[src/include/func_pm_macros.svh]
// Sizing and encoding macros for the function power-management block, included by its sources

`ifndef FUNC_PM_MACROS_SVH
`define FUNC_PM_MACROS_SVH

// ------------------------------
// Recovery and counter sizing
// ------------------------------

// Cycles from a PS write to D0 until D3-to-D0 is allowed
`define FUNC_PM_RECOVERY_CYCLES 8

// Width of the outstanding non-posted counter
`define FUNC_PM_OUTST_W 4
// Width of the recovery timer, must hold the recovery length
`define FUNC_PM_RECOV_W 4

// PMCSR.PS encodings in use, D1 and D2 are not supported
`define FUNC_PM_PS_D0 2'd0
`define FUNC_PM_PS_D3 2'd3

`endif
[src/source/func_pm_pkg.sv]
// Shared types for the function power-management block, referenced by scoped name

`include "func_pm_macros.svh"

package func_pm_pkg;

    // ------------------------------
    // Device power state
    // ------------------------------

    // Encoding is visible on the pm_state output
    typedef enum logic [1:0] {
        PM_D0UNINIT = 2'd0,
        PM_D0ACT    = 2'd1,
        PM_D3HOT    = 2'd2,
        PM_D3COLD   = 2'd3
    } pm_state_t;

    // ------------------------------
    // Vector types
    // ------------------------------

    // PMCSR power-state field
    typedef logic [1:0] pm_ps_t;

    // Outstanding non-posted request count
    typedef logic [`FUNC_PM_OUTST_W-1:0] outstanding_cnt_t;

    // D3-to-D0 recovery timer
    typedef logic [`FUNC_PM_RECOV_W-1:0] recovery_cnt_t;

endpackage

[src/source/func_pm_top.sv]
// Top of the function power-management block, joining config registers, tracker and D-state FSM

`timescale 1ns/1ps

module func_pm_top (
    // Clock and reset
     input  logic                   prim_nonflr_clk
    ,input  logic                   prim_gated_rst_b

    // Pre-decoded configuration write
    ,input  logic                   cfg_wr
    ,input  logic                   cfg_wr_sel_pmcsr
    ,input  logic                   cfg_wr_sel_cmd
    ,input  func_pm_pkg::pm_ps_t    cfg_wr_ps
    ,input  logic                   cfg_wr_bme

    // Traffic and link events
    ,input  logic                   mem_wr_hit
    ,input  logic                   np_req
    ,input  logic                   np_cpl
    ,input  logic                   power_down
    ,input  logic                   pm_enable
    ,input  logic                   flr
    ,input  logic                   ps_cpl_sent

    // Status and strobes
    ,output func_pm_pkg::pm_state_t pm_state
    ,output logic                   pm_fsm_rst
    ,output logic                   ps_cpl_sent_ack
    ,output func_pm_pkg::pm_ps_t    csr_ppmcsr_ps
    ,output logic                   csr_bme
);

    logic bme_or_mem_wr;
    logic ps_wr_d0;
    logic pm_fsm_d0tod3_ok;
    logic pm_fsm_d3tod0_ok;

    // ------------------------------
    // Config registers
    // ------------------------------

    pm_cfg_regs cfg_regs_i (
         .prim_nonflr_clk  (prim_nonflr_clk)
        ,.prim_gated_rst_b (prim_gated_rst_b)
        ,.cfg_wr           (cfg_wr)
        ,.cfg_wr_sel_pmcsr (cfg_wr_sel_pmcsr)
        ,.cfg_wr_sel_cmd   (cfg_wr_sel_cmd)
        ,.cfg_wr_ps        (cfg_wr_ps)
        ,.cfg_wr_bme       (cfg_wr_bme)
        ,.mem_wr_hit       (mem_wr_hit)
        ,.pm_fsm_rst       (pm_fsm_rst)
        ,.csr_ppmcsr_ps    (csr_ppmcsr_ps)
        ,.csr_bme          (csr_bme)
        ,.bme_or_mem_wr    (bme_or_mem_wr)
        ,.ps_wr_d0         (ps_wr_d0)
    );

    // Outstanding requests and recovery
    pm_txn_tracker txn_tracker_i (
         .prim_nonflr_clk  (prim_nonflr_clk)
        ,.prim_gated_rst_b (prim_gated_rst_b)
        ,.np_req           (np_req)
        ,.np_cpl           (np_cpl)
        ,.ps_wr_d0         (ps_wr_d0)
        ,.pm_fsm_d0tod3_ok (pm_fsm_d0tod3_ok)
        ,.pm_fsm_d3tod0_ok (pm_fsm_d3tod0_ok)
    );

    // D-state machine
    func_pm_fsm fsm_i (
         .prim_nonflr_clk  (prim_nonflr_clk)
        ,.prim_gated_rst_b (prim_gated_rst_b)
        ,.power_down       (power_down)
        ,.pm_enable        (pm_enable)
        ,.csr_ppmcsr_ps    (csr_ppmcsr_ps)
        ,.flr              (flr)
        ,.bme_or_mem_wr    (bme_or_mem_wr)
        ,.pm_fsm_d0tod3_ok (pm_fsm_d0tod3_ok)
        ,.pm_fsm_d3tod0_ok (pm_fsm_d3tod0_ok)
        ,.ps_cpl_sent      (ps_cpl_sent)
        ,.pm_fsm_rst       (pm_fsm_rst)
        ,.pm_state         (pm_state)
        ,.ps_cpl_sent_ack  (ps_cpl_sent_ack)
    );

endmodule

[src/source/func_pm_fsm.sv]
// D-state machine of the function that tracks D0 and D3 and issues reset and PS acks

`timescale 1ns/1ps

`include "func_pm_macros.svh"

module func_pm_fsm (
    // Clock and reset
     input  logic                   prim_nonflr_clk
    ,input  logic                   prim_gated_rst_b

    // Link and enable levels
    ,input  logic                   power_down
    ,input  logic                   pm_enable

    // Register state and events
    ,input  func_pm_pkg::pm_ps_t    csr_ppmcsr_ps
    ,input  logic                   flr
    ,input  logic                   bme_or_mem_wr

    // Permissions from the tracker
    ,input  logic                   pm_fsm_d0tod3_ok
    ,input  logic                   pm_fsm_d3tod0_ok

    // Completion of the PS write is out
    ,input  logic                   ps_cpl_sent

    // State and strobes
    ,output logic                   pm_fsm_rst
    ,output func_pm_pkg::pm_state_t pm_state
    ,output logic                   ps_cpl_sent_ack
);

    func_pm_pkg::pm_state_t state_q;
    func_pm_pkg::pm_state_t state_d;
    logic                   flr_pending_q;
    logic                   flr_pending_d;
    logic                   ps_is_d0;
    logic                   ps_is_d3;

    assign ps_is_d0 = (csr_ppmcsr_ps == `FUNC_PM_PS_D0);
    assign ps_is_d3 = (csr_ppmcsr_ps == `FUNC_PM_PS_D3);

    // ------------------------------
    // Next state
    // ------------------------------

    always_comb begin
        // Hold state by default with strobes idle
        state_d         = state_q;
        flr_pending_d   = flr_pending_q;
        pm_fsm_rst      = 1'b0;
        ps_cpl_sent_ack = 1'b0;

        case (state_q)
            // Link in L2/L3 and the function may lose power
            func_pm_pkg::PM_D3COLD: begin
                if (!pm_enable) begin
                    state_d = func_pm_pkg::PM_D0UNINIT;
                end else if (ps_is_d3) begin
                    state_d = func_pm_pkg::PM_D3HOT;
                end else if (pm_fsm_d3tod0_ok && ps_is_d0) begin
                    state_d = func_pm_pkg::PM_D0UNINIT;
                end
            end

            // Config space kept with only config and messages served
            func_pm_pkg::PM_D3HOT: begin
                if (flr_pending_q || flr || !pm_enable) begin
                    // FLR waits for recovery to finish
                    if (pm_fsm_d3tod0_ok) begin
                        state_d       = func_pm_pkg::PM_D0UNINIT;
                        pm_fsm_rst    = flr_pending_q | flr;
                        flr_pending_d = 1'b0;
                    end else begin
                        flr_pending_d = flr_pending_q | flr;
                    end
                end else if (power_down) begin
                    state_d = func_pm_pkg::PM_D3COLD;
                end else if (pm_fsm_d3tod0_ok && ps_is_d0) begin
                    state_d = func_pm_pkg::PM_D0ACT;
                end
            end

            // Waiting for BME or a BAR hit
            func_pm_pkg::PM_D0UNINIT: begin
                if (!pm_enable || flr) begin
                    // Stay here while an FLR still resets the function
                    pm_fsm_rst = flr;
                end else if (bme_or_mem_wr && !power_down) begin
                    state_d = func_pm_pkg::PM_D0ACT;
                end
            end

            // Fully operational
            func_pm_pkg::PM_D0ACT: begin
                if (!pm_enable || flr) begin
                    state_d         = func_pm_pkg::PM_D0UNINIT;
                    pm_fsm_rst      = flr;
                    ps_cpl_sent_ack = 1'b1;
                end else if (pm_fsm_d0tod3_ok && ps_is_d3 && ps_cpl_sent) begin
                    state_d         = func_pm_pkg::PM_D3HOT;
                    ps_cpl_sent_ack = 1'b1;
                end else if (pm_fsm_d0tod3_ok && power_down && ps_cpl_sent) begin
                    state_d         = func_pm_pkg::PM_D3COLD;
                    ps_cpl_sent_ack = 1'b1;
                end
            end

            default: begin
                state_d = func_pm_pkg::PM_D0UNINIT;
            end
        endcase
    end

    // ------------------------------
    // State registers
    // ------------------------------

    // Out of reset the function is D0 uninitialized
    always_ff @(posedge prim_nonflr_clk or negedge prim_gated_rst_b) begin
        if (!prim_gated_rst_b) begin
            state_q       <= func_pm_pkg::PM_D0UNINIT;
            flr_pending_q <= 1'b0;
        end else begin
            state_q       <= state_d;
            flr_pending_q <= flr_pending_d;
        end
    end

    assign pm_state = state_q;

    // ------------------------------
    // Checks
    // ------------------------------

    // Function reset only follows a live or remembered FLR and lands in D0-uninit
    a_rst_has_flr: assert property (@(posedge prim_nonflr_clk) disable iff (!prim_gated_rst_b)
        pm_fsm_rst |-> (flr || flr_pending_q) ##1
            (state_q == func_pm_pkg::PM_D0UNINIT && !flr_pending_q));

    // A pending FLR is only held while parked in D3-hot
    a_pending_in_d3hot: assert property (@(posedge prim_nonflr_clk)
        disable iff (!prim_gated_rst_b)
        flr_pending_q |-> (state_q == func_pm_pkg::PM_D3HOT));

endmodule

[src/source/pm_txn_tracker.sv]
// Outstanding non-posted counter and D3-to-D0 recovery timer giving the FSM its permissions

`timescale 1ns/1ps

`include "func_pm_macros.svh"

module pm_txn_tracker (
    // Clock and reset
     input  logic prim_nonflr_clk
    ,input  logic prim_gated_rst_b

    // Non-posted traffic
    ,input  logic np_req
    ,input  logic np_cpl

    // PMCSR write of D0
    ,input  logic ps_wr_d0

    // Permissions to the FSM
    ,output logic pm_fsm_d0tod3_ok
    ,output logic pm_fsm_d3tod0_ok
);

    // Timer runs 0 .. N-1, so the last value is reached N cycles after the strobe
    localparam func_pm_pkg::recovery_cnt_t RECOV_LAST =
        func_pm_pkg::recovery_cnt_t'(`FUNC_PM_RECOVERY_CYCLES - 1);

    // Largest count the counter can hold
    localparam func_pm_pkg::outstanding_cnt_t OUTST_MAX = '1;

    func_pm_pkg::outstanding_cnt_t outst_q;
    func_pm_pkg::recovery_cnt_t    recov_q;

    // ------------------------------
    // Outstanding requests
    // ------------------------------

    always_ff @(posedge prim_nonflr_clk or negedge prim_gated_rst_b) begin
        if (!prim_gated_rst_b) begin
            outst_q <= '0;
        end else begin
            // Request and completion together leave the count alone
            case ({np_req, np_cpl})
                2'b10:   outst_q <= outst_q + 1'b1;
                2'b01:   outst_q <= outst_q - 1'b1;
                default: outst_q <= outst_q;
            endcase
        end
    end

    // D0 to D3 only with nothing in flight
    assign pm_fsm_d0tod3_ok = (outst_q == '0);

    // ------------------------------
    // Recovery timer
    // ------------------------------

    // Starts saturated, so D3-to-D0 is allowed out of reset
    always_ff @(posedge prim_nonflr_clk or negedge prim_gated_rst_b) begin
        if (!prim_gated_rst_b) begin
            recov_q <= RECOV_LAST;
        end else if (ps_wr_d0) begin
            recov_q <= '0;
        end else if (recov_q != RECOV_LAST) begin
            recov_q <= recov_q + 1'b1;
        end
    end

    assign pm_fsm_d3tod0_ok = (recov_q == RECOV_LAST);

    // ------------------------------
    // Checks
    // ------------------------------

    // A completion never arrives without a request in flight
    a_no_underflow: assert property (@(posedge prim_nonflr_clk) disable iff (!prim_gated_rst_b)
        (np_cpl && !np_req) |-> (outst_q != '0));

    // The requester never exceeds the counter range
    a_no_overflow: assert property (@(posedge prim_nonflr_clk) disable iff (!prim_gated_rst_b)
        (np_req && !np_cpl) |-> (outst_q != OUTST_MAX));

endmodule

[src/source/pm_cfg_regs.sv]
// PMCSR.PS and BME registers written by pre-decoded config strobes, feeding the D-state FSM

`timescale 1ns/1ps

`include "func_pm_macros.svh"

module pm_cfg_regs (
    // Clock and reset
     input  logic                prim_nonflr_clk
    ,input  logic                prim_gated_rst_b

    // Pre-decoded configuration write
    ,input  logic                cfg_wr
    ,input  logic                cfg_wr_sel_pmcsr
    ,input  logic                cfg_wr_sel_cmd
    ,input  func_pm_pkg::pm_ps_t cfg_wr_ps
    ,input  logic                cfg_wr_bme

    // Memory write that hit a BAR
    ,input  logic                mem_wr_hit

    // Function reset from the FSM
    ,input  logic                pm_fsm_rst

    // Register values and events
    ,output func_pm_pkg::pm_ps_t csr_ppmcsr_ps
    ,output logic                csr_bme
    ,output logic                bme_or_mem_wr
    ,output logic                ps_wr_d0
);

    logic                pmcsr_wr;
    logic                cmd_wr;
    logic                ps_legal;
    func_pm_pkg::pm_ps_t ps_q;
    logic                bme_q;

    // ------------------------------
    // Write decode
    // ------------------------------

    assign pmcsr_wr = cfg_wr & cfg_wr_sel_pmcsr;
    assign cmd_wr   = cfg_wr & cfg_wr_sel_cmd;

    // Only D0 and D3 are accepted, reserved values keep the old PS
    assign ps_legal = (cfg_wr_ps == `FUNC_PM_PS_D0) | (cfg_wr_ps == `FUNC_PM_PS_D3);

    // ------------------------------
    // Registers
    // ------------------------------

    always_ff @(posedge prim_nonflr_clk or negedge prim_gated_rst_b) begin
        if (!prim_gated_rst_b) begin
            ps_q  <= `FUNC_PM_PS_D0;
            bme_q <= 1'b0;
        end else begin
            // Function reset wins over a write in the same cycle
            if (pm_fsm_rst) begin
                ps_q  <= `FUNC_PM_PS_D0;
                bme_q <= 1'b0;
            end else begin
                if (pmcsr_wr && ps_legal) begin
                    ps_q <= cfg_wr_ps;
                end
                if (cmd_wr) begin
                    bme_q <= cfg_wr_bme;
                end
            end
        end
    end

    assign csr_ppmcsr_ps = ps_q;
    assign csr_bme       = bme_q;

    // ------------------------------
    // Events
    // ------------------------------

    // Enabling event, BME going 0 to 1 or any BAR hit
    assign bme_or_mem_wr = (cmd_wr & cfg_wr_bme & ~bme_q) | mem_wr_hit;

    // Restarts the recovery timer in the tracker
    assign ps_wr_d0 = pmcsr_wr & (cfg_wr_ps == `FUNC_PM_PS_D0);

    // Decoder hands over one target per write
    a_one_sel: assert property (@(posedge prim_nonflr_clk) disable iff (!prim_gated_rst_b)
        cfg_wr |-> !(cfg_wr_sel_pmcsr && cfg_wr_sel_cmd));

endmodule

[config.mk]
export PLATFORM = sky130hd
export DESIGN_NAME = func_pm_top
export DESIGN_NICKNAME = d
export VERILOG_FILES = /design/src/source/func_pm_pkg.sv /design/src/source/func_pm_top.sv /design/src/source/func_pm_fsm.sv /design/src/source/pm_txn_tracker.sv /design/src/source/pm_cfg_regs.sv
export VERILOG_INCLUDE_DIRS = /design/src /design/src/include
export SDC_FILE = /design/constraint.sdc
export NUM_CORES = 1
export LEC_CHECK = 0
export BUFFER_PORTS_ARGS = -buffer_cell sky130_fd_sc_hd__buf_2
export CAP_MARGIN = 5
export CORE_UTILIZATION = 40
export CTS_CLUSTER_SIZE = 30
export DETAILED_ROUTE_END_ITERATION = 12
export PLACE_DENSITY_LB_ADDON = 0.1
export SLEW_MARGIN = 20
export SYNTH_ARGS = -nofsm -noshare
export SYNTH_HDL_FRONTEND = slang
export SYNTH_SLANG_ARGS = --single-unit
[constraint.sdc]
create_clock -name prim_nonflr_clk -period 5.4 [get_ports prim_nonflr_clk]
set_input_delay 0.27 -clock prim_nonflr_clk [delete_from_list [all_inputs] [get_ports prim_nonflr_clk]]
set_output_delay 0.27 -clock prim_nonflr_clk [all_outputs]
set_load 0.05 [all_outputs]
==> results by group <==
Status
  – Outcome: completed

Yosys
  – Sequential cell area fraction in the yosys report: 0.3925
  – Mapped Cells: 96
  – Asr flop ratio synth: 1.000
  – Synth warn: 0
  – Synthesized flop and latch total: 14
  – Post-synth EDFFs: 0
  – Area leader, netlist: dfrtp_1
  – Most numerous cell in the Yosys netlist: dfrtp_1
  – Synth top area cells: dfrtp_1 31%, dfstp_2 8.7%, ha_1 6.9%
  – Top post-synthesis cells by count: 11 x dfrtp_1, 9 x nor2_1, 8 x nand2_1
  – Syn avg cell area: 9.397 µm²
  – Distinct cell type count after synthesis: 35
  – Share of the synthesized area in the top cell type: 0.3051
  – Syn Nets: 117
  – Synth Flop Type: dfrtp_1
  – Mapped cell area: 902.1 µm²

Setup path
  – Crit Reg-Reg Startpoint: txn_tracker_i.recov_q[0]
  – CP endpoint kind: output port
  – Worst Path Arrival: 2.25 ns
  – Crit Path Max Fanout: 5
  – Flop-to-flop setup slack: 3.53 ns
  – CP Capture Point: pm_fsm_rst
  – Worst Setup Start Kind: register
  – Worst Path Required: 5.13 ns
  – Critical path startpoint: txn_tracker_i.recov_q[0]
  – Critical R2R Capture: fsm_i.pm_state[0]
  – R2R depth: 6
  – Crit Path Category: register to output port

Clock network
  – Num CTS Buffers: 3
  – Post-CTS Setup Inserts: 0
  – CTS tree: done
  – Htree depth: 1
  – Clk Latency, worst-skew pair: 0.28 ns
  – Clk root buf: clkbuf_4
  – Clock transition at path regs: 0.08 ns
  – Max Buffers Root-to-Sink: 2
  – CTS sink cnt: 14

Floorplanning
  – Die height: 49.49 µm
  – Core region area: 0.002042 mm²
  – Die Span X: 49.49 µm
  – Initial core utilization: 0.4418
  – Number of I/O pins: 22
  – DIE AREA: 0.002449 mm²
  – Row cnt: 16

Global routing
  – GRT Util Overall: 0.1678
  – First-pass GRT wire length: 3.098 mm
  – GR Util met2: 0.2626
  – Gr busiest metal: met2
  – Initial antenna violation count: 0
  – Vias in the first global route: 700
  – Met3 GRT Util: 0.05556
  – M1 GR Usage: 0.2220
  – Overflow after GRT: 0
  – Largest net degree at the start of global routing: 15

Drt
  – DR iter-0 viols: 10
  – Post-DR wirelength/cell: 11.88 µm
  – Vias per inst: 5.095
  – Total Wirelength: 1.747 mm
  – 1st-pass router iterations: 4
  – Routed Antenna Nets: 0
  – DRC viols: 0
  – Vias: 749

Placed design
  – Placed Area: 0.001032 mm²
  – Buffers on Ports: 21
  – RePlAce Congestion: 0.8564
  – Hpwl dp: 1.350 mm

Timing
  – Post-Route Skew: 0.007941 ns
  – Fmax: 0.3968 GHz
  – Final Critical Period: 2.520 ns
  – Slew HR: 0.7588
  – RSZ-0062 raised after global routing: no
  – Max Slew Vio Count: 0
  – Tcrit/Tclk final: 0.4667
  – Setup TNS: 0 ns
  – Tightest Pin Transition: 0.3605 ns
  – Final setup violating endpoints: 0
  – Final hold vios: 0

Worst hold path
  – Type of the most critical hold path: input pin to register
  – Startpoint of the worst hold path: cfg_wr_ps[1]

Finish
  – Fraction of layout cells with a size suffix above 1: 0.2750
  – Ant. Diodes: 0
  – Final net count: 142
  – Design area: 0.001079 mm²
  – Syn-to-layout area delta: 19.56%

Pwr
  – P_leak: 0.5307 nW
  – Power per cell area: 510.6 mW/mm²
  – Peak supply drop: 0.0002180 V

Flow run
  – Max-cap violation count: 0
[through the flow]
step                      hold WS, ns  utilization  std cells  worst slack, ns   power, W
after detailed placement       0.1861       0.5055        142            3.204  0.0004783
after global placement         0.1830       0.5055        142            3.280  0.0004726
after global routing           0.2612       0.5282        147            2.738  0.0006009
after CTS                      0.2484       0.5282        147            2.889  0.0005562
final                          0.2554       0.5282        147            2.880  0.0005507
after floorplan              -0.02559            -         96            3.135  0.0004210
[worst max-delay path, cell delays in order, from the launching register on]
cell and delay (ns):
dfstp_2 0.56, ha_1 0.18, nand2_1 0.07, or2_0 0.31, o21a_1 0.22, nor2_1 0.30
buf_2 0.34
[cell usage in the layout, fill, tap and decap left out, types with 2 or more instances in the layout]
cell type,count
a21o_1,2
a21oi_1,7
buf_2,21
clkbuf_4,3
dfrtp_1,11
dfstp_2,3
ha_1,5
inv_1,7
mux2i_1,3
nand2_1,8
nand2b_1,4
nand3_1,5
nor2_1,9
nor2b_1,2
nor3_1,3
o21ai_0,2
xnor2_1,3
xor2_1,3
[routing by layer]
metal / share of wire / vias up
met5: 0 / -
met2: 0.45 / 17
met3: 0.044 / 2
li1: - / 388
met4: 0.0086 / 0
met1: 0.50 / 342
[registers in the layout, summed over array words and instances, names as in the netlist]
register and count:
cfg_regs_i.csr_bme 1, cfg_regs_i.csr_ppmcsr_ps 2, fsm_i.flr_pending_q 1, fsm_i.pm_state 2
txn_tracker_i.outst_q 4, txn_tracker_i.recov_q 4
[final cells by class]
class,instances,area (µm²)
fillers,208,963.4
clock buffers,4,36.28
repair buffers,22,115.1
inverters,7,26.28
flip-flops and latches,14,354.1
well taps,27,33.78
multi-input cells,73,513.0
[worst min-delay path by stage]
stage	end	slack, ns	cells after the start
6_report	cfg_regs_i.csr_ppmcsr_ps[1]	0.26	3
5_1_grt	cfg_regs_i.csr_ppmcsr_ps[1]	0.26	3
4_1_cts	cfg_regs_i.csr_ppmcsr_ps[0]	0.25	3
3_5_place_dp	fsm_i.flr_pending_q	0.19	1
3_3_place_gp	txn_tracker_i.recov_q[3]	0.18	1
2_1_floorplan	cfg_regs_i.csr_bme	-0.03	0
[where the power goes]
part / leakage (nW) / internal (W) / switching [W]
sequential: 0.167 / 0.000158 / 0.0000488
combinational: 0.342 / 0.000109 / 0.000158
clock: 0.0210 / 0.0000410 / 0.0000361
total: 0.531 / 0.000308 / 0.000243
[cells by family (layout without fill, tap and decap cells)]
family                   after synthesis  in the layout  synth area share
buffers and inverters                  9             33           0.03883
flip-flops                            14             14            0.3925
AND/OR/NAND/NOR                       37             37            0.2067
AO/OA/AOI/OAI                         20             20            0.1623
multiplexers                           4              4           0.04993
adder cells (fa/ha/maj)                6              6           0.09154
XOR/XNOR                               6              6           0.05826
[what timing repair did]
action	CTS	global route
resized for setup	0	0
endpoints found under the hold margin	11	0
hold buffers	1	0
Note: power is estimated with default switching activity, not from simulation.
